$ cat src/rtl/flush_counter.sv
//////////////////////////////
// frame walker for clear
// and flush
//////////////////////////////
`timescale 1ns/1ps
`default_nettype none

module flush_counter #(
    parameter int CACHE_SIZE = 512,
    parameter int BLOCK_SIZE = 2,
    parameter int ASSOC      = 2,
    localparam int N_SETS    = CACHE_SIZE / (4 * BLOCK_SIZE * ASSOC),
    localparam int SET_W     = $clog2(N_SETS) + (N_SETS == 1),
    localparam int WAY_W     = $clog2(ASSOC) + (ASSOC == 1)
) (
    input  logic             CLK,
    input  logic             nRST,
    input  logic             step,
    input  logic             restart,
    output logic [SET_W-1:0] set_num,
    output logic [WAY_W-1:0] frame_num,
    output logic             finish
);

    always_ff @(posedge CLK, negedge nRST) begin
        if (!nRST) begin
            set_num   <= '0;
            frame_num <= '0;
            finish    <= 1'b0;
        end else if (restart) begin
            set_num   <= '0;
            frame_num <= '0;
            finish    <= 1'b0;
        end else if (step) begin
            if (frame_num == WAY_W'(ASSOC - 1)) begin
                frame_num <= '0;
                // last frame of last set, wrap and flag
                if (set_num == SET_W'(N_SETS - 1)) begin
                    set_num <= '0;
                    finish  <= 1'b1;
                end else begin
                    set_num <= set_num + 1'b1;
                end
            end else begin
                frame_num <= frame_num + 1'b1;
            end
        end
    end

endmodule

`default_nettype wire

$ cat config.mk
export PLATFORM = sky130hd
export DESIGN_NAME = flush_counter
export DESIGN_NICKNAME = d
export VERILOG_FILES = /design/src/rtl/flush_counter.sv
export SDC_FILE = /design/constraint.sdc
export NUM_CORES = 1
export LEC_CHECK = 0
export ABC_AREA = 1
export BUFFER_PORTS_ARGS = -buffer_cell sky130_fd_sc_hd__buf_2
export CORE_AREA = 2 2 39 41
export CTS_BUF_LIST = sky130_fd_sc_hd__clkbuf_4
export DETAILED_ROUTE_END_ITERATION = 10
export DIE_AREA = 0 0 41 43
export PLACE_DENSITY_LB_ADDON = 0.08
export RECOVER_POWER = 100
export SKIP_CTS_REPAIR_TIMING = 1
export SYNTH_ARGS = -nofsm -noshare
export SYNTH_HDL_FRONTEND = slang
export SYNTH_SLANG_ARGS = --single-unit
$ cat constraint.sdc
create_clock -name CLK -period 1.85 [get_ports CLK]
set_input_delay 0.37 -clock CLK [delete_from_list [all_inputs] [get_ports CLK]]
set_output_delay 0.37 -clock CLK [all_outputs]
set_load 0.05 [all_outputs]
**Word-level counts from Yosys, hierarchy flattened**

Index checks and enable logic that the tools add are counted.

- Flip-flop bits (word level): 7
- Input port bits: 4
- Output and inout bits: 7
- Logic and storage cells: 22

- Add/subtract/negate cells: 2
- Eq/ne operators: 1
- Mux-type cells: 11
- Reductions and logical operators: 5

Operator list:

| cell | count |
|---|---|
| $mux W5 | 4 |
| $mux W1 | 7 |
| $reduce_bool A2 Y1 | 3 |
| $add A5 B1 Y5 const B | 1 |
| $eq A5 B5 Y1 const B | 1 |
| $reduce_and A3 Y1 | 1 |
| $reduce_and A2 Y1 | 1 |
| $add A1 B1 Y1 const B | 1 |

**Logic depth before layout (Yosys ltp)**

Gate-level depths: netlist of the first run.

- Depth after elaboration: 5
- Mapped depth: 9
- Mapped depth without buffers: 9

**Worst setup path after synthesis of the first run**

OpenSTA, ideal clock, no wires.

- Path kind: register to register
- Start point: reg set_num[1]
- End point: reg set_num[0]
- Library setup time: 0.127 ns
- Arrival: 1.475 ns
- Data required time: 1.723 ns
- Slack: 0.248 ns
- Cell stages (with the launch flop): 10
- Path buffers: 0
- Period minus slack after synthesis: 1.602 ns
- Path through: dfrtp_1 ha_1 nand2_1 nor2_1 ha_1 inv_1 nand2_1 nor2_1 nand2_1 o21ai_0

- Longest elaborated chain between the ends: 5

Ends and longest elaborated chain:

| what | RTL line | text |
|---|---|---|
| start, declared | 20 | `output logic [SET_W-1:0] set_num,` |
| start signal, assigned | 42 | `set_num <= set_num + 1'b1;` |
| $eq A5 B5 Y1 | 38 | `if (set_num == SET_W'(N_SETS - 1)) begin` |
| $mux W5 | 38 |  |
| $mux W5 | 35 | `if (frame_num == WAY_W'(ASSOC - 1)) begin` |
| $mux W5 | 34 | `end else if (step) begin` |
| $mux W5 | 30 | `end else if (restart) begin` |

Every way passes these cells. The select of a mux whose other input is x is not followed.
A chain may end at the register's enable or synchronous reset.

**Worst setup path after layout of the first run**

- Start point: reg set_num[2]
- End point: out set_num[2]

No word-level cell between the ends.

==> run_results.csv, run 1 <==
group,metric,value,unit
clock_network,clk_path_buf_depth,2,
floorplan,die_x,41,µm
power,powerDensity,784,mW/mm²
yosys,synth_nets,52,
clock_network,htreeDepth,1,
power,cellLeakagePower,0.258,nW
yosys,muxShareOfSynthArea,0,%
clock_network,path_clk_slew,0.05,ns
timing,setup_ws,0.319,ns
power,total_power,0.000357,W
clock_network,numCtsBuffers,3,
yosys,yosys_warnings,0,
run_status,outcome,"finished, final reports clean",
place,port_buffers,10,
yosys,synthDistinctLibCells,11,
drt,drtIter0Drc,1,
yosys,synth_xor_area_share,0,%
place,place.gp.congestion,0.696,
timing,period_share,82.8,%
setup_path,crit_family,"buffers and inverters",
setup_path,crit_type,"reg -> out",
layout,layout_common_cells,"nand2_1 (15), clkbuf_1 (8), inv_1 (7), dfrtp_1 (7)",
place,dp_hpwl,566,µm
hold_path,hold_class,"in -> reg",
setup_path,slowest_stage,"clkbuf_1",
clock_network,root_buffer,"clkbuf_4",
yosys,synth_compound_area_share,3.50,%
floorplan,die_height,43,µm
drt,drc_errors,0,
floorplan,core_area,0.00138,mm²
clock_network,clkSinkCount,7,
global_routing,track_usage,10.8,%
global_routing,grt_pass1_wl,1230,µm
floorplan,num_rows,14,
timing,max_freq,0.653,GHz
setup_path,critPathMaxFanout,5,
global_routing,grt_overflow,0,
clock_network,cts_tree,"built",
setup_path,reg2reg_depth,9,
setup_path,cp-end-kind,"output port",
setup_path,cp_num_buf_inv,1,
yosys,synth_top_family_by_area,"simple AND/OR/NAND/NOR gates",
layout,final_net_count,68,
layout,final_common_cell,"nand2_1",
global_routing,grt_max_degree,8,
setup_path,slowest_delay,0.49,ns
setup_path,crit_required,1.48,ns
floorplan,start_util,25.9,%
drt,wirelength,751,µm
drt,via_per_inst,4.26,
setup_path,regToRegSetupSlack,0.41,ns
timing,fin_skew,0.00158,ns
layout,final_layout_size_suffix_gt1_share,13.1,%
setup_path,crit_path_cell_trace,"clkbuf_1",
yosys,ys_seq_area_share,49.0,%
floorplan,io_pins,11,
timing,setup_viol,0,
drt,vias,328,
global_routing,antenna_found_initial,0,
setup_path,start_kind,"flop",
timing,fin_crit,1.53,ns
drt,wl_per_cell,9.75,µm
global_routing,grt_pass1_vias,305,
setup_path,r2r-end,"set_num[3]$_DFFE_PN0P_",
floorplan,dieArea,0.00176,mm²
timing,tightest_slew,0.594,ns
hold_path,min_to,"frame_num$_DFFE_PN0P_",
timing,setup_tns,0,ns
layout,diodes,0,
timing,rsz0062_at_grt,"no",
timing,finalHoldViolations,0,
setup_path,regToRegStartpoint,"set_num[0]$_DFFE_PN0P_",
hold_path,worstHoldPathCells,3,
job,maxCapViolations,0,
yosys,synth_area_per_cell,7.78,µm²
yosys,syn-cell-area,358,µm²
timing,relSlewSlack,60.6,%
setup_path,arrival,1.16,ns
hold_path,hp-start,"step",
yosys,synth_fa_ha_area_share,6.99,%
drt,postRouteAntennaNets,0,
layout,area.growth.synth_to_final,27.3,%
yosys,synthSimpleGateAreaFrac,32.2,%
power,ir_drop,0.338,mV
clock_network,clock_latency,0.25,ns
drt,firstDrtPassIters,4,
place,preCtsSetupSlack,0.416,ns
yosys,syn-instance-count,46,
yosys,synth_seq_cells,7,
timing,drv_slew,0,
## report_power, final
part	switching, W	internal (W)	total (W)
clock network	0.0000597	0.0000972	0.000157
logic	0.0000298	0.00000958	0.0000393
registers	0.00000385	0.000157	0.000161
total	0.0000933	0.000264	0.000357
## worst min-delay path, delay by kind of cell
| family | cells | cell delay, ns |
|---|---|---|
| simple gates | 2 | 0.13 |
| buf+inv | 1 | 0.09 |
## metrics by stage
step           cell area, µm²  utilization, %  hold WS (ns)  cells
2_1_floorplan             358               -        0.0744     46
3_3_place_gp              428            30.9         0.220     72
3_5_place_dp              428            30.9         0.217     72
4_1_cts                   458            33.1       -0.0568     76
5_1_grt                   455            32.9         0.399     77
6_report                  455            32.9         0.380     77
## synthesized netlist by cell type
master   number  area, µm²
nand2_1      14       52.6
inv_1         7       26.3
dfrtp_1       7        175
o21a_1        1       7.51
nand2_2       2       12.5
nand3_1       5       25.0
inv_2         1       3.75
nor2_1        5       18.8
nand4_1       1       6.26
o21ai_0       1       5.00
ha_1          2       25.0
## layer usage
layer,GRT usage (%),vias up,share of wire [%]
li1,-,171,-
met1,14.7,143,46
met2,13.8,10,45
met3,3.14,4,5.9
met4,8.00,0,2.8
met5,0,-,0
## layout make-up
class / count / area [µm²]
sequential: 7 / 175
multi-input combinational: 31 / 150
timing repair buffer: 11 / 50.0
fill: 159 / 928
clock buffer: 4 / 30.0
tap: 16 / 20.0
inverter: 8 / 30.0
## sequential cells by signal, summed over array words and instances (netlist names)
signal	count
frame_num	1
finish	1
set_num	5
## worst max path at each step
stage / slack [ns] / endpoint / from / cells past startpoint
2_1_floorplan: 0.25 / set_num[0]$_DFFE_PN0P_ / set_num[1]$_DFFE_PN0P_ / 9
3_3_place_gp: 0.39 / set_num[3]$_DFFE_PN0P_ / set_num[0]$_DFFE_PN0P_ / 9
3_5_place_dp: 0.42 / set_num[3]$_DFFE_PN0P_ / set_num[0]$_DFFE_PN0P_ / 9
4_1_cts: 0.41 / set_num[3]$_DFFE_PN0P_ / set_num[0]$_DFFE_PN0P_ / 9
5_1_grt: 0.25 / set_num[2] / set_num[2]$_DFFE_PN0P_ / 1
6_report: 0.32 / set_num[2] / set_num[2]$_DFFE_PN0P_ / 1
## cell families after synthesis
logic type      after synthesis
flops                         7
compound gates                2
simple gates                 27
fa+ha+maj                     2
buf+inv                       8
Power figures use the tool's default switching activity.
==> run 2: changes to the inputs <==
--- a/config.mk
+++ b/config.mk
@@ -5,7 +5,7 @@
 export SDC_FILE = /design/constraint.sdc
 export NUM_CORES = 1
 export LEC_CHECK = 0
-export ABC_AREA = 1
+export ABC_AREA = 0
 export BUFFER_PORTS_ARGS = -buffer_cell sky130_fd_sc_hd__buf_2
 export CORE_AREA = 2 2 39 41
 export CTS_BUF_LIST = sky130_fd_sc_hd__clkbuf_4
==> constraint.sdc (replaced) <==
create_clock -name CLK -period 1.35 [get_ports CLK]
set_input_delay 0.27 -clock CLK [delete_from_list [all_inputs] [get_ports CLK]]
set_output_delay 0.27 -clock CLK [all_outputs]
set_load 0.05 [all_outputs]
==> run 2 against run 1 <==
The run now ends with negative setup slack left. Largest cell class is now multi-input gates. Power is 42% higher. Clock skew is 0.00094 ns lower. Area after synthesis is 6.6% lower. Hold slack worse by 0.097 ns. Critical endpoint is now set_num[2]$_DFFE_PN0P_. Global-route usage is 1.9 points higher. Clock power is 31% higher. Largest power group unchanged. Core utilization is 8.0 points higher.
==> run_results.csv, run 2 <==
group,metric,value,unit
timing,hold_ws,0.283,ns
yosys,netlist_top_cells_count,"dfrtp_1 (7), a21oi_1 (5), nor2_1 (4)",
global_routing,grt_overflow,0,
clock_network,htreeDepth,1,
clock_network,path_clk_slew,0.05,ns
run_status,outcome,"finished, violations left",
layout,diodes,0,
yosys,yosysTopAreaCell,"dfrtp_1",
timing,relSlewSlack,72.5,%
floorplan,die_height,43,µm
yosys,synth_seq_cells,7,
yosys,synthTopCellsByArea,"dfrtp_1 (52%), a21oi_1 (7.5%), ha_1 (7.5%)",
timing,finalHoldViolations,0,
global_routing,grt_pass1_wl,1460,µm
drt,drtIter0Drc,14,
layout,layout_common_cells,"buf_2 (9), buf_4 (6), dfrtp_1 (5)",
clock_network,cts_tree,"built",
yosys,synth_nets,39,
drt,postRouteAntennaNets,0,
setup_path,crit_start,"set_num[1]$_DFFE_PN0P_",
layout,final_net_count,63,
floorplan,core_area,0.00138,mm²
setup_path,r2r-end,"set_num[2]$_DFFE_PN0P_",
setup_path,crit_type,"reg -> reg",
setup_path,regToRegSetupSlack,-0.26,ns
clock_network,clock_latency,0.25,ns
global_routing,grtUsageMet2,16.3,%
place,place.gp.congestion,0.672,
yosys,syn-instance-count,33,
floorplan,start_util,24.1,%
timing,fin_crit,1.61,ns
setup_path,critPathMaxFanout,4,
setup_path,cp-end-kind,"flop",
place,dp_cells,67,
yosys,yosys_most_used_dff,"dfrtp_1",
timing,period_share,119,%
setup_path,start_kind,"flop",
place,dp_hpwl,680,µm
drt,vias,335,
timing,setup_ws,-0.259,ns
clock_network,root_buffer,"clkbuf_4",
drt,wirelength,910,µm
power,cellLeakagePower,0.252,nW
global_routing,grt_pass1_vias,321,
yosys,synth_edf_count,0,
setup_path,arrival,1.78,ns
global_routing,grt_use_met3,3.66,%
layout,final_layout_size_suffix_gt1_share,55.4,%
drt,via_per_inst,4.65,
layout,top_register,"set_num",
layout,instances_no_fill,72,
global_routing,antenna_found_initial,0,
power,ir_drop,0.383,mV
run_status,violations,"negative setup slack",
clock_network,numCtsBuffers,3,
hold_path,hold_class,"in -> reg",
power,total_power,0.000508,W
yosys,synth_area_per_cell,10.1,µm²
timing,drv_slew,0,
floorplan,die_x,41,µm
yosys,synth_top_area_share,52.4,%
timing,setup_viol,4,
global_routing,grt.met1_usage,17.8,%
timing,max_freq,0.621,GHz
yosys,synth-async-reset-ratio,100,%
timing,tightest_slew,0.412,ns
timing,rsz0062_at_grt,"yes",
layout,nFillCells,157,
layout,largest_reg_flops,5,
setup_path,regToRegStartpoint,"set_num[1]$_DFFE_PN0P_",
yosys,synth.most_common_cell,"dfrtp_1",
power,powerDensity,898,mW/mm²
setup_path,crit_required,1.53,ns
layout,area.growth.synth_to_final,69.3,%
yosys,ys_seq_area_share,52.4,%
drt,firstDrtPassIters,4,
floorplan,num_rows,14,
global_routing,top_usage_layer,"met1",
timing,fin_skew,0.000637,ns
setup_path,reg2reg_depth,5,
yosys,syn-cell-area,334,µm²
place,port_buffers,10,
layout,top_regs,"set_num x5, finish x1, frame_num x1",
layout,utilization,40.9,%
drt,drc_errors,0,
floorplan,dieArea,0.00176,mm²
yosys,yosys_warnings,0,
yosys,synthDistinctLibCells,14,
floorplan,io_pins,11,
global_routing,grt_max_degree,8,
layout,final_common_cell,"buf_2",
global_routing,track_usage,12.7,%
clock_network,clkSinkCount,7,
setup_path,crit_end,"set_num[2]$_DFFE_PN0P_",
drt,wl_per_cell,12.6,µm
job,maxCapViolations,0,
clock_network,clk_path_buf_depth,2,
-- run 2: cell type report --
| cell class | instances | area [µm²] | area share, % |
|---|---|---|---|
| Tap cell | 16 | 20.0 | 3.54 |
| Clock buffer | 4 | 30.0 | 5.31 |
| Timing Repair Buffer | 19 | 119 | 21.0 |
| Sequential cell | 7 | 178 | 31.4 |
| Multi-Input combinational cell | 26 | 219 | 38.7 |
-- run 2: where the power goes --
group / switching, W / internal, W
logic: 0.0000524 / 0.0000283
clock network: 0.0000739 / 0.000133
registers: 0.00000452 / 0.000216
-- run 2: cell families after synthesis --
kind of cell               synth area share (%)
AOI/OAI and AO/OA                          14.2
xor gates and xnor gates                   2.62
adders and majority gates                  7.49
DFF                                        52.4
and+or+nand+nor                            23.2
-- run 2: how the worst min path moves through the flow --
| stage | startpoint | to | slack [ns] | depth (start not counted) |
|---|---|---|---|---|
| floorplan | nRST | finish$_DFFE_PN0P_ | -0.03 | 0 |
| global placement | nRST | set_num[3]$_DFFE_PN0P_ | 0.11 | 1 |
| finish | restart | set_num[2]$_DFFE_PN0P_ | 0.28 | 2 |
| CTS | nRST | set_num[2]$_DFFE_PN0P_ | -0.16 | 1 |
| detailed placement | nRST | set_num[3]$_DFFE_PN0P_ | 0.12 | 1 |
| global route | restart | set_num[2]$_DFFE_PN0P_ | 0.27 | 2 |
-- run 2: per-stage QoR --
| step | area (µm²) | setup TNS (ns) | setup WS [ns] |
|---|---|---|---|
| 6_report | 566 | -0.753 | -0.259 |
| 3_3_place_gp | 497 | -0.565 | -0.218 |
| 5_1_grt | 566 | -0.987 | -0.289 |
| 3_5_place_dp | 497 | -0.715 | -0.250 |
| 2_1_floorplan | 367 | -0.902 | -0.359 |
| 4_1_cts | 527 | -0.741 | -0.257 |
-- run 2: metal layers --
layer / share of wire (%) / routed length (µm)
met4: 0 / 0
met2: 49 / 447
met3: 4.8 / 44
met5: 0 / 0
met1: 46 / 418
-- run 2: critical path, cell delays in order (launching register included) --
cell and delay, ns:
dfrtp_2 0.42, ha_4 0.17, and3_4 0.18, ha_4 0.17
or4b_4 0.48, a21oi_2 0.13
