<file path="src/rtl/l1_cache_pkg.sv">
//////////////////////////////
// bus word types, controller
// states, byte-lane helpers
//////////////////////////////
`default_nettype none

package l1_cache_pkg;

    localparam int WORD_W = 32;

    typedef logic [WORD_W-1:0] word_t;
    typedef logic [3:0] byte_en_t;

    typedef enum logic [2:0] {
        INIT,
        HIT,
        FETCH,
        WB,
        FLUSH
    } cache_state_t;

    // zeros mark the lanes a write replaces
    // single lanes and halves are decoded, anything else is a full word
    function automatic word_t lane_mask(byte_en_t be);
        case (be)
            4'b0001: return 32'hFFFF_FF00;
            4'b0010: return 32'hFFFF_00FF;
            4'b0100: return 32'hFF00_FFFF;
            4'b1000: return 32'h00FF_FFFF;
            4'b0011: return 32'hFFFF_0000;
            4'b1100: return 32'h0000_FFFF;
            default: return 32'h0000_0000;
        endcase
    endfunction

    function automatic word_t merge_bytes(word_t old_w, word_t new_w, byte_en_t be);
        word_t keep;
        keep = lane_mask(be);
        return (old_w & keep) | (new_w & ~keep);
    endfunction

    // disabled lanes go out as zero
    function automatic word_t align_wdata(word_t w, byte_en_t be);
        return w & ~lane_mask(be);
    endfunction

endpackage

`default_nettype wire

</file>
<file path="src/rtl/way_select.sv">
//////////////////////////////
// tag compare, hit data and
// NRU victim choice per set
//////////////////////////////
`timescale 1ns/1ps
`default_nettype none

module way_select #(
    parameter int CACHE_SIZE = 512,
    parameter int BLOCK_SIZE = 2,
    parameter int ASSOC      = 2,
    localparam int N_SETS    = CACHE_SIZE / (4 * BLOCK_SIZE * ASSOC),
    localparam int SET_W     = $clog2(N_SETS) + (N_SETS == 1),
    localparam int WAY_W     = $clog2(ASSOC) + (ASSOC == 1),
    localparam int TAG_W     = 32 - SET_W - ($clog2(BLOCK_SIZE) + (BLOCK_SIZE == 1)) - 2,
    localparam int DATA_W    = 32 * BLOCK_SIZE,
    localparam int DIRTY_B   = DATA_W + TAG_W,
    localparam int VALID_B   = DIRTY_B + 1,
    localparam int FRAME_W   = VALID_B + 1,
    localparam int SET_IMG_W = FRAME_W * ASSOC
) (
    input  logic                                    CLK,
    input  logic                                    nRST,
    input  logic [SET_IMG_W-1:0]                    set_img,
    input  logic [TAG_W-1:0]                        req_tag,
    input  logic [SET_W-1:0]                        set_idx,
    input  logic                                    touch,
    input  logic [WAY_W-1:0]                        touch_way,
    output logic                                    hit,
    output logic [WAY_W-1:0]                        hit_way,
    output l1_cache_pkg::word_t [BLOCK_SIZE-1:0]    hit_data,
    output logic [WAY_W-1:0]                        victim_way,
    output logic                                    victim_dirty,
    output logic [TAG_W-1:0]                        victim_tag
);

    // frame layout, msb first: valid, dirty, tag, data words
    logic [N_SETS-1:0][WAY_W-1:0] last_used;

    always_comb begin
        hit      = 1'b0;
        hit_way  = '0;
        hit_data = '0;
        for (int i = 0; i < ASSOC; i++) begin
            if (set_img[i*FRAME_W + VALID_B] &&
                set_img[i*FRAME_W + DATA_W +: TAG_W] == req_tag) begin
                hit      = 1'b1;
                hit_way  = WAY_W'(i);
                hit_data = set_img[i*FRAME_W +: DATA_W];
            end
        end
    end

    // next way after the last one used, wrapping
    always_comb begin
        if (ASSOC == 1 || last_used[set_idx] == WAY_W'(ASSOC - 1)) begin
            victim_way = '0;
        end else begin
            victim_way = last_used[set_idx] + 1'b1;
        end
    end

    assign victim_dirty = set_img[victim_way*FRAME_W + DIRTY_B];
    assign victim_tag   = set_img[victim_way*FRAME_W + DATA_W +: TAG_W];

    always_ff @(posedge CLK, negedge nRST) begin
        if (!nRST) begin
            last_used <= '0;
        end else if (touch) begin
            last_used[set_idx] <= touch_way;
        end
    end

endmodule

`default_nettype wire

</file>
<file path="config.mk">
export PLATFORM = sky130hd
export DESIGN_NAME = way_select
export DESIGN_NICKNAME = d
export VERILOG_FILES = /design/src/rtl/l1_cache_pkg.sv /design/src/rtl/way_select.sv
export SDC_FILE = /design/constraint.sdc
export NUM_CORES = 1
export LEC_CHECK = 0
export BUFFER_PORTS_ARGS = -buffer_cell sky130_fd_sc_hd__buf_2
export CAP_MARGIN = 20
export CORE_MARGIN = 4
export CORE_UTILIZATION = 25
export CTS_CLUSTER_DIAMETER = 100
export CTS_CLUSTER_SIZE = 12
export DETAILED_ROUTE_END_ITERATION = 10
export GPL_ROUTABILITY_DRIVEN = 0
export GPL_TIMING_DRIVEN = 0
export PLACE_DENSITY_LB_ADDON = 0.2
export SYNTH_ARGS = -nofsm -noshare
export SYNTH_HDL_FRONTEND = slang
export SYNTH_SLANG_ARGS = --single-unit
</file>
<file path="constraint.sdc">
create_clock -name CLK -period 2.1 [get_ports CLK]
set_input_delay 0.21 -clock CLK [delete_from_list [all_inputs] [get_ports CLK]]
set_output_delay 0.21 -clock CLK [all_outputs]
set_load 0.03 [all_outputs]
</file>
## Word-level counts from Yosys, hierarchy flattened

Index checks and enable logic that the tools add are counted.

| storage, ports and cells | value |
|---|---|
| bits in registers | 32 |
| input bits | 213 |
| output and inout port bits | 92 |
| logic and storage cells | 58 |

| cells by class | value |
|---|---|
| add/sub/neg operators | 3 |
| multiply operators | 1 |
| order comparisons | 3 |
| equality and inequality tests | 2 |
| shifts and indexed selects | 1 |
| multiplexer cells | 13 |
| reductions and logical operators | 3 |

Operators with widths:

| operator | count |
|---|---|
| variable part select 180 x 10 -> 24 bit | 1 |
| two-way mux 64 bit | 2 |
| equality test 24 bit | 2 |
| bitwise mux 32 bit | 1 |
| adder 8 x 7 -> 9 bit (second input constant) | 2 |
| less-than comparator 9 bit (second input constant) | 1 |
| binary-select mux 1 bit (select 8 bit) | 1 |
| multiplier 1 x 6 -> 7 bit (second input constant) | 1 |
| two-way mux 1 bit | 7 |
| less-than comparator 5 x 6 -> 1 bit (second input constant) | 1 |
| binary-select mux 1 bit (select 5 bit) | 1 |
| demux 1 bit (select 5 bit) | 1 |
| >= comparator 5 x 1 -> 1 bit (second input constant) | 1 |
| logical AND 1 bit | 3 |
| adder 1 bit (second input constant) | 1 |

## Longest topological paths before layout

Gate-level depths: netlist of the first run.

| depth | value |
|---|---|
| depth in word-level cells | 8 |
| depth in mapped cells | 8 |
| gate-level depth less buffers | 5 |

## Worst setup path after synthesis of the first run

OpenSTA, ideal clock, no wires.

| path | value |
|---|---|
| path type | input -> output |
| start | input set_idx[2] |
| end | output victim_tag[11] |
| data arrival time | 2002 ps |
| required time | 1890 ps |
| path slack | -112 ps |
| stages on the path | 8 |
| buffers on the path | 3 |
| cells stage by stage | buf_2 > or3b_2 > clkbuf_1 > o22ai_1 > a21oi_2 > nand4_4 > buf_6 > mux2_1 |

| between the ends | value |
|---|---|
| cells in the longest elaborated chain, start to end | 7 |

Ends and longest elaborated chain:

| item | line | RTL |
|---|---|---|
| start: declaration | way_select.sv:26 | `input logic [SET_W-1:0] set_idx,` |
| binary-select mux 1 bit (select 5 bit) * | way_select.sv:56, way_select.sv:59 |  |
| two-way mux 1 bit (implied by the code) * | way_select.sv:56, way_select.sv:59 |  |
| adder 1 bit | way_select.sv:59 | `victim_way = last_used[set_idx] + 1'b1;` |
| two-way mux 1 bit * | way_select.sv:56 | `if (ASSOC == 1 \|\| last_used[set_idx] == WAY_W'(ASSOC - 1)) begin` |
| multiplier 1 x 6 -> 7 bit * | way_select.sv:64 | `assign victim_tag = set_img[victim_way*FRAME_W + DATA_W +: TAG_W];` |
| adder 8 x 7 -> 9 bit * | way_select.sv:64 |  |
| variable part select 180 x 10 -> 24 bit * | way_select.sv:64 |  |
| end: declaration | way_select.sv:34 | `output logic [TAG_W-1:0] victim_tag` |

Every way passes the cells marked *; elsewhere a longest branch is shown, timed or not. The select of a mux whose other input is x is not followed.

## Worst setup path in the final report of the first run

| path | value |
|---|---|
| start | register last_used[15] (netlist bit) |
| end | output victim_tag[3] |

| between the ends | value |
|---|---|
| cells in the longest elaborated chain, start to end | 7 |

Ends and longest elaborated chain:

| item | line | RTL |
|---|---|---|
| start: declaration | way_select.sv:38 | `logic [N_SETS-1:0][WAY_W-1:0] last_used;` |
| start signal: indexed assignment | way_select.sv:70 | `last_used[set_idx] <= touch_way;` |
| binary-select mux 1 bit (select 5 bit) * | way_select.sv:56, way_select.sv:59 |  |
| two-way mux 1 bit (implied by the code) * | way_select.sv:56, way_select.sv:59 |  |
| adder 1 bit | way_select.sv:59 |  |
| two-way mux 1 bit * | way_select.sv:56 |  |
| multiplier 1 x 6 -> 7 bit * | way_select.sv:64 |  |
| adder 8 x 7 -> 9 bit * | way_select.sv:64 |  |
| variable part select 180 x 10 -> 24 bit * | way_select.sv:64 |  |

Marked as above.

==> flow_summary.ini, run 1 <==
[outcome]
outcome = finished, violations left
failed_checks = hold timing, setup timing

[clock_tree]
cts_tree = yes
clkTransAtPathRegs_ns = 0.05
h-tree-depth = 2
cts_made_buffers = 5
cts.path.max_buffers = 2
ctsHoldBuffers = 0
worstSkewPairLatency_ns = 0.27
cts_root_buf = clkbuf_16
cts_sinks = 32

[worst_setup_path]
cp_top_family = multiplexers
cp_max_fo = 10
cp-end-kind = output port
cp_cell_sequence = mux4_2 > nor2b_4 > a21oi_4 > nand4_4 > buf_8 > mux2_4 > buf_2
r2r_setup_slack_ns = 1.33
cp_slowest_stage_delay_ns = 0.47
cp_data_required_time_ns = 1.89
startpoint_type = flop
cp.arrival_ns = 2.31
reg2reg_to = last_used[25]$_DFFE_PN0P_
critPathBufInv = 2
path_class = flop to output port
slowest_stage = mux4_2
r2r_cells = 1
reg2reg_from = last_used[25]$_DFFE_PN0P_
startpoint = last_used[15]$_DFFE_PN0P_

[timing]
hold_ws_ns = -0.0153
clock.fmax_ghz = 0.397
fin_ws_ns = -0.421
setup_viol = 90
grt_setup_unrepaired = yes
finClkSkew_ns = 0
maxSlewHeadroom = 0.463
slew_violations = 0
finalHoldViolCount = 32
tns_ns = -18.96
period_share = 1.20
period_needed_ns = 2.52
worst_pin_slew_ns = 0.804

[final_layout]
multi_input_area_um2 = 3010
largest_registers = last_used (32)
fillers = 1225
largest_register_ffs = 32
layout.area.seq_um2 = 801
layout.nets = 863
largest_register = last_used
layout-drive-gt1-share = 0.742
area_delta_synth_final_pct = 97.9
fin_util = 0.505

[grt]
grt_pass1_vias = 4464
grt_overflow = 0
grt_max_degree = 33
track_usage = 0.238
antenna_found_initial = 7
grt_pass1_wl_um = 28600

[yosys]
async_flop_share = 1.00
yosys.area.top_type = dfrtp_1
avgSynthCellArea_um2 = 10.3
yosys_most_used_dff = dfrtp_1
synth_edf_count = 0
synth_common_cells = a22o_2, xnor2_1, dfrtp_1, mux2_2, nor2_1
yosys.cell_count.top_type = a22o_2
synth_cell_types = 38
synth_top_area_share = 0.237
synth_warnings = 0
ys_seq_elements = 32
synthesis.area_um2 = 3380
netlist_instances = 329
syn-num-nets = 542
ys_seq_area_frac = 0.237
yosys-top-cells-area = dfrtp_1, a22o_2, mux2_2

[routing]
dr_total_vias = 4113
routed_wirelength_um = 19000
routedWlPerCell_um = 22.9
drc = 0
drtPass1Iterations = 4
ant_nets = 0
routed_via_density = 4.96
drtIter0Drc = 218

[floorplan]
die_w_um = 124
initial_utilization = 0.255
die_h_um = 124
rows = 42
core-area_um2 = 13200
die_area_um2 = 15500
io_pins = 305

[place]
place_ws_ns = -0.604
portBuffers = 300
hpwl_um = 15000

[worst_hold_path]
hold_class = primary input to asynchronous set/reset pin

[power]
p_leak_uw = 0.00342
irDropWorstVdd_mv = 0.574
power.density_nw_per_um2 = 404

[job]
maxCapViolCount = 0
[through the flow]
stage	hold WS [ns]	cell area [µm²]	std cells	total power, µW
after floorplan	-0.0856	3390	329	1430
after global placement	0.296	5110	805	1850
after detailed placement	0.304	5110	805	1870
after CTS	0.0163	6770	833	2670
after global routing	0.0417	6690	828	2850
final	-0.0153	6690	830	2710
[routing by layer]
metal	GRT usage	part of all wire	vias to the layer above
met5	0	0.0035	-
met4	0.0239	0.0086	8
met3	0.0892	0.11	21
met2	0.379	0.46	191
met1	0.320	0.42	1992
li1	-	-	1901
[cells by family (layout without fill, tap and decap cells)]
logic type | after synthesis | after routing | synth area share
other | 0 | 3 | 0
xor gates and xnor gates | 48 | 48 | 0.124
muxes | 63 | 63 | 0.240
DFF | 32 | 32 | 0.237
and+or+nand+nor | 78 | 78 | 0.123
AOI/OAI and AO/OA | 80 | 80 | 0.222
buffers and inverters | 28 | 350 | 0.0533
[cell usage in the layout, fill, tap and decap left out, types with 2 or more instances in the layout]
master	Yosys	final
buf_2	9	217
buf_6	8	88
a22o_4	0	60
mux2_2	32	32
dfrtp_1	32	32
xnor2_1	37	26
nor2_1	22	22
mux2_4	18	19
nand3_1	13	13
buf_8	0	11
nand2_1	11	11
xor2_1	11	11
xnor2_2	0	10
nand4_1	9	9
buf_4	1	8
mux2i_1	8	8
buf_12	0	8
o21ai_0	6	6
clkbuf_16	0	5
mux4_2	4	4
clkbuf_1	6	4
a22o_1	4	4
diode_2	0	3
o22ai_1	3	3
nand3b_1	3	3
nor2b_4	0	3
inv_1	3	3
and3_1	3	3
or3b_2	2	2
nor3b_1	2	2
a21oi_2	3	2
nor3_1	3	2
nor4_1	3	2
clkbuf_4	0	2
clkinv_2	0	2
[worst max-delay path by stage]
stage                                 to  slack [ns]  cells past startpoint
after floorplan           victim_tag[11]       -0.06                      8
after global placement      hit_data[18]       -0.57                      9
after detailed placement    hit_data[18]       -0.60                      9
after CTS                 victim_tag[22]       -0.43                      7
after global routing      victim_tag[13]       -0.51                      7
final                      victim_tag[3]       -0.42                      7
[repair_timing]
action,4_1_cts,5_1_grt
pin swaps,13,20
setup endpoints to repair,92,91
resized for setup,256,36
buffers inserted,12,3
gates cloned,8,0
[power breakdown]
part	total [µW]	internal [µW]	switching, µW
logic	1200	602	597
clock network	712	466	246
registers	794	737	57.1
[final cells by class]
cell class	instances	share of cell area
clock buffer	6	0.0207
inverter	3	0.00168
antenna	3	0.00112
sequential	32	0.120
clock inverter	2	0.00150
buffer	25	0.0350
timing repair buffer	314	0.338
multi-input combinational	269	0.449
tap	176	0.0329
(Power assumes the default switching activity.)
==> run 2, diff against run 1 <==
- TNS_END_PERCENT: not set -> 1
==> run 2 against run 1 <==
  * The flow still finishes with violations (hold timing, setup timing)
  * Clock power up 2%
  * Worst hold slack gained 0.011 ns
  * Setup slack better by 0.010 ns
  * Cell count decreased by 1.6%
  * Sequential share of layout area increased by 1.7 points
  * Die area unchanged
  * Routed wire length is 11% lower
  * Combinational power down 9%
  * Non-clock buffer count fell by 11
  * Core utilization decreased by 6.4 points
==> flow_summary.ini, run 2 (synthesis results as in run 1) <==
[floorplan]
io_pins = 305
die_h_um = 124
initial_utilization = 0.255
rows = 42
core-area_um2 = 13200
die_w_um = 124
die_area_um2 = 15500

[grt]
grt_pass1_vias = 4260
grt_max_degree = 33
track_usage = 0.207
grt_overflow = 0
grt_pass1_wl_um = 25100
antenna_found_initial = 8

[routing]
ant_nets = 0
drtIter0Drc = 185
routedWlPerCell_um = 20.8
dr_total_vias = 3989
routed_via_density = 4.88
drtPass1Iterations = 5
drc = 0
routed_wirelength_um = 17000

[final_layout]
largest_register_ffs = 32
final_common_cell = buf_2
layout-drive-gt1-share = 0.728
layout.nets = 852
finalNonFillerCells = 817
final_cell_mix = buf_2, buf_6, a22o_2
largest_registers = last_used (32)
largest_register = last_used
area_delta_synth_final_pct = 72.8

[timing]
hold_ws_ns = -0.00402
period_share = 1.20
finClkSkew_ns = 0
setup_viol = 86
slew_violations = 0
clock.fmax_ghz = 0.398
worst_pin_slew_ns = 0.710
period_needed_ns = 2.51
grt_setup_unrepaired = yes
maxSlewHeadroom = 0.527
finalHoldViolCount = 21
fin_ws_ns = -0.411

[worst_setup_path]
r2r_cells = 1
cp_max_fo = 10
cp_data_required_time_ns = 1.89
cp-end-kind = output port
r2r_setup_slack_ns = 1.34
startpoint_type = flop
cp.arrival_ns = 2.30
path_class = flop to output port

[power]
p_int_uw = 1770
p_sw_frac = 0.319
total_power_uw = 2610
switchingPower_uw = 832
p_leak_uw = 0.00293
irDropWorstVdd_mv = 0.578
power_frac_seq = 0.305
power.density_nw_per_um2 = 446
clockPowerShare = 0.277
pwr-share-comb = 0.418

[clock_tree]
worstSkewPairLatency_ns = 0.27
cts_sinks = 32
cts_tree = yes
cts.path.max_buffers = 2
clkTransAtPathRegs_ns = 0.05
cts_made_buffers = 5
h-tree-depth = 2
cts_root_buf = clkbuf_16

[outcome]
failed_checks = hold timing, setup timing
outcome = finished, violations left

[worst_hold_path]
hold_class = primary input to asynchronous set/reset pin

[place]
portBuffers = 300
hpwl_um = 14500
place_inst = 805

[job]
maxCapViolCount = 0
[run 2: worst max-delay path, stage by stage, from the launching register on]
cell     delay [ns]
dfrtp_1        0.38
mux4_2         0.45
nor2b_1        0.15
a21oi_2        0.18
nand4_4        0.17
buf_6          0.20
mux2_4         0.31
buf_2          0.18
[run 2: cell type report]
class                      instances  area [µm²]
fill                            1347        7400
multi-input combinational        269        2560
buffer                            25         211
inverter                           3        11.3
timing repair buffer             303        1880
antenna                            2        5.00
tap                              176         220
sequential                        32         801
clock buffer                       7         153
[run 2: metal layers]
layer,vias to the layer above,track usage,part of all wire
met5,-,0,0.0049
met4,12,0.0348,0.013
met3,22,0.0823,0.092
met2,182,0.333,0.46
met1,1913,0.266,0.43
li1,1860,-,-
[run 2: power groups by stage]
stage / sequential (µW) / clock (µW) / combinational, µW
3_5_place_dp: 805 / 0 / 1040
3_3_place_gp: 796 / 0 / 1030
4_1_cts: 794 / 743 / 1070
6_report: 794 / 723 / 1090
5_1_grt: 808 / 774 / 1170
2_1_floorplan: 784 / 0 / 643
[run 2: worst paths after layout]
check                                           from                   endpoint
setup / recovery           last_used[15]$_DFFE_PN0P_              victim_tag[6]
hold / removal                                  nRST  last_used[24]$_DFFE_PN0P_
setup reg to reg           last_used[22]$_DFFE_PN0P_  last_used[22]$_DFFE_PN0P_
hold reg to reg            last_used[18]$_DFFE_PN0P_  last_used[18]$_DFFE_PN0P_
max in group asynchronous                       nRST   last_used[1]$_DFFE_PN0P_
min in group CLK                           touch_way  last_used[29]$_DFFE_PN0P_
[run 2: what timing repair did]
action / in CTS / in global routing
cloned: 0 / 0
resized for setup: 128 / 29
hold buffers: 0 / 0
pin swaps: 6 / 7
endpoints found under the setup margin: 92 / 91
setup buffers: 3 / 0
[run 2: metrics by stage]
| stage | worst slack (ns) | TNS, ns | util | area [µm²] | hold WS (ns) |
|---|---|---|---|---|---|
| 3_5_place_dp | -0.559 | -42.64 | 0.385 | 5100 | 0.301 |
| 4_1_cts | -0.406 | -14.61 | 0.433 | 5740 | 0.0148 |
| 3_3_place_gp | -0.562 | -42.30 | 0.385 | 5100 | 0.294 |
| 2_1_floorplan | -0.0772 | -0.362 | - | 3380 | -0.0856 |
| 5_1_grt | -0.473 | -22.22 | 0.441 | 5840 | 0.0716 |
| 6_report | -0.411 | -15.36 | 0.441 | 5840 | -0.00402 |
==> run 3, diff against run 2 <==
- SKIP_LAST_GASP: not set -> 1
==> run 3 against run 2 <==
  * The flow still finishes with violations (hold timing, setup timing)
  * Clock skew stayed put
  * Cell area is 8.8% lower
  * Highest routed layer unchanged
  * Sequential share of layout area is 1.3 points higher
  * Via count is 0.15% lower
==> flow_summary.ini, run 3 (synthesis results as in run 1) <==
[place]
hpwl_um = 14500
place_ws_ns = -0.559
portBuffers = 300

[floorplan]
io_pins = 305
die_h_um = 124
die_w_um = 124
rows = 42
core-area_um2 = 13200
initial_utilization = 0.255
die_area_um2 = 15500

[grt]
grt_max_degree = 33
track_usage = 0.203
grt_pass1_wl_um = 24700
grt_pass1_vias = 4198
antenna_found_initial = 8
grt_overflow = 0

[routing]
ant_nets = 0
routed_via_density = 4.88
drtPass1Iterations = 4
routedWlPerCell_um = 20.3
routed_wirelength_um = 16600
dr_total_vias = 3983
drc = 0
drtIter0Drc = 143

[timing]
period_needed_ns = 2.51
fin_ws_ns = -0.412
hold_ws_ns = -0.00159
worst_pin_slew_ns = 0.715
period_share = 1.20
finalHoldViolCount = 12
finClkSkew_ns = 0
setup_viol = 91
clock.fmax_ghz = 0.398
grt_setup_unrepaired = yes
maxSlewHeadroom = 0.523
slew_violations = 0

[final_layout]
final_common_cell = buf_2
fillers = 1395
fin_util = 0.403
largest_register = last_used
largest_registers = last_used (32)
area_delta_synth_final_pct = 57.6
largest_register_ffs = 32
final_cell_mix = buf_2, a22o_2, xnor2_1
layout-drive-gt1-share = 0.714
layout.area.seq_um2 = 801
multi_input_area_um2 = 2420
layout.nets = 852

[clock_tree]
cts.path.max_buffers = 2
cts_root_buf = clkbuf_16
worstSkewPairLatency_ns = 0.27
clkTransAtPathRegs_ns = 0.05
cts_sinks = 32
h-tree-depth = 2
cts_tree = yes
cts_made_buffers = 5

[power]
power.density_nw_per_um2 = 483
p_leak_uw = 0.00280
irDropWorstVdd_mv = 0.578

[worst_setup_path]
cp_slowest_stage_delay_ns = 0.45
cp_top_family = multiplexers
slowest_stage = mux4_2
cp.arrival_ns = 2.30
path_class = flop to output port
crit_cells = 7
cp_data_required_time_ns = 1.89
critPathBufInv = 2
cp_cell_sequence = mux4_2 > nor2b_1 > a21oi_2 > nand4_4 > buf_6 > mux2_4 > buf_2
startpoint_type = flop
cp-end-kind = output port
r2r_cells = 1
cp_max_fo = 10

[worst_hold_path]
hold_class = primary input to asynchronous set/reset pin

[outcome]
failed_checks = hold timing, setup timing
outcome = finished, violations left

[job]
maxCapViolCount = 0
[run 3: cell types whose count changed in the layout (fill, tap and decap cells not counted), moves of 2 or more]
cell      delta
xnor2_1      +6
nor4_2       -2
clkbuf_2     +2
xnor2_2      -6
a22o_2      +11
buf_2       +72
buf_4       -31
buf_8        -2
clkbuf_4     +2
buf_6       -42
nor4_1       +2
a22o_4      -11
[run 3: what timing repair did]
action / in CTS / in global routing
buffers inserted: 3 / 0
setup endpoints to repair: 92 / 92
gates resized for setup: 3 / 6
pin swaps: 2 / 0
hold buffers: 0 / 0
[run 3: area by class of cell]
cell class,instances,share of cell area
clock buffer,7,0.0286
buffer,25,0.0345
timing repair buffer,303,0.288
antenna,2,0.000939
sequential,32,0.150
inverter,3,0.00211
multi-input combinational,269,0.454
tap,176,0.0413
[run 3: power by group]
| part | internal (µW) | switching, µW | total (µW) |
|---|---|---|---|
| combinational | 525 | 534 | 1060 |
| clock | 495 | 227 | 723 |
| sequential | 737 | 57.3 | 794 |
[run 3: path summary, 6_finish.rpt]
kind                            slack (ns)                 startpoint                        end
min in group CLK                      0.26                  touch_way  last_used[29]$_DFFE_PN0P_
worst max register to register        1.34  last_used[22]$_DFFE_PN0P_  last_used[22]$_DFFE_PN0P_
worst min-delay path                -0.002                       nRST  last_used[25]$_DFFE_PN0P_
worst min register to register        0.50  last_used[18]$_DFFE_PN0P_  last_used[18]$_DFFE_PN0P_
worst max-delay path                 -0.41  last_used[15]$_DFFE_PN0P_              victim_tag[6]
max in group asynchronous             1.65                       nRST   last_used[1]$_DFFE_PN0P_
[run 3: routing by layer]
layer	up-vias	wire length [µm]	track usage
li1	1859	-	-
met1	1898	6970	0.263
met2	192	7620	0.323
met3	22	1720	0.0823
met4	12	231	0.0348
met5	-	83	0
[run 3: through the flow]
step	total power (µW)	instances	cell area [µm²]	setup TNS (ns)
detailed placement	1850	805	5100	-42.64
finish	2580	817	5330	-21.91
CTS	2600	815	5300	-26.99
global placement	1830	805	5100	-42.30
floorplan	1430	329	3380	-0.362
global route	2720	817	5330	-32.86
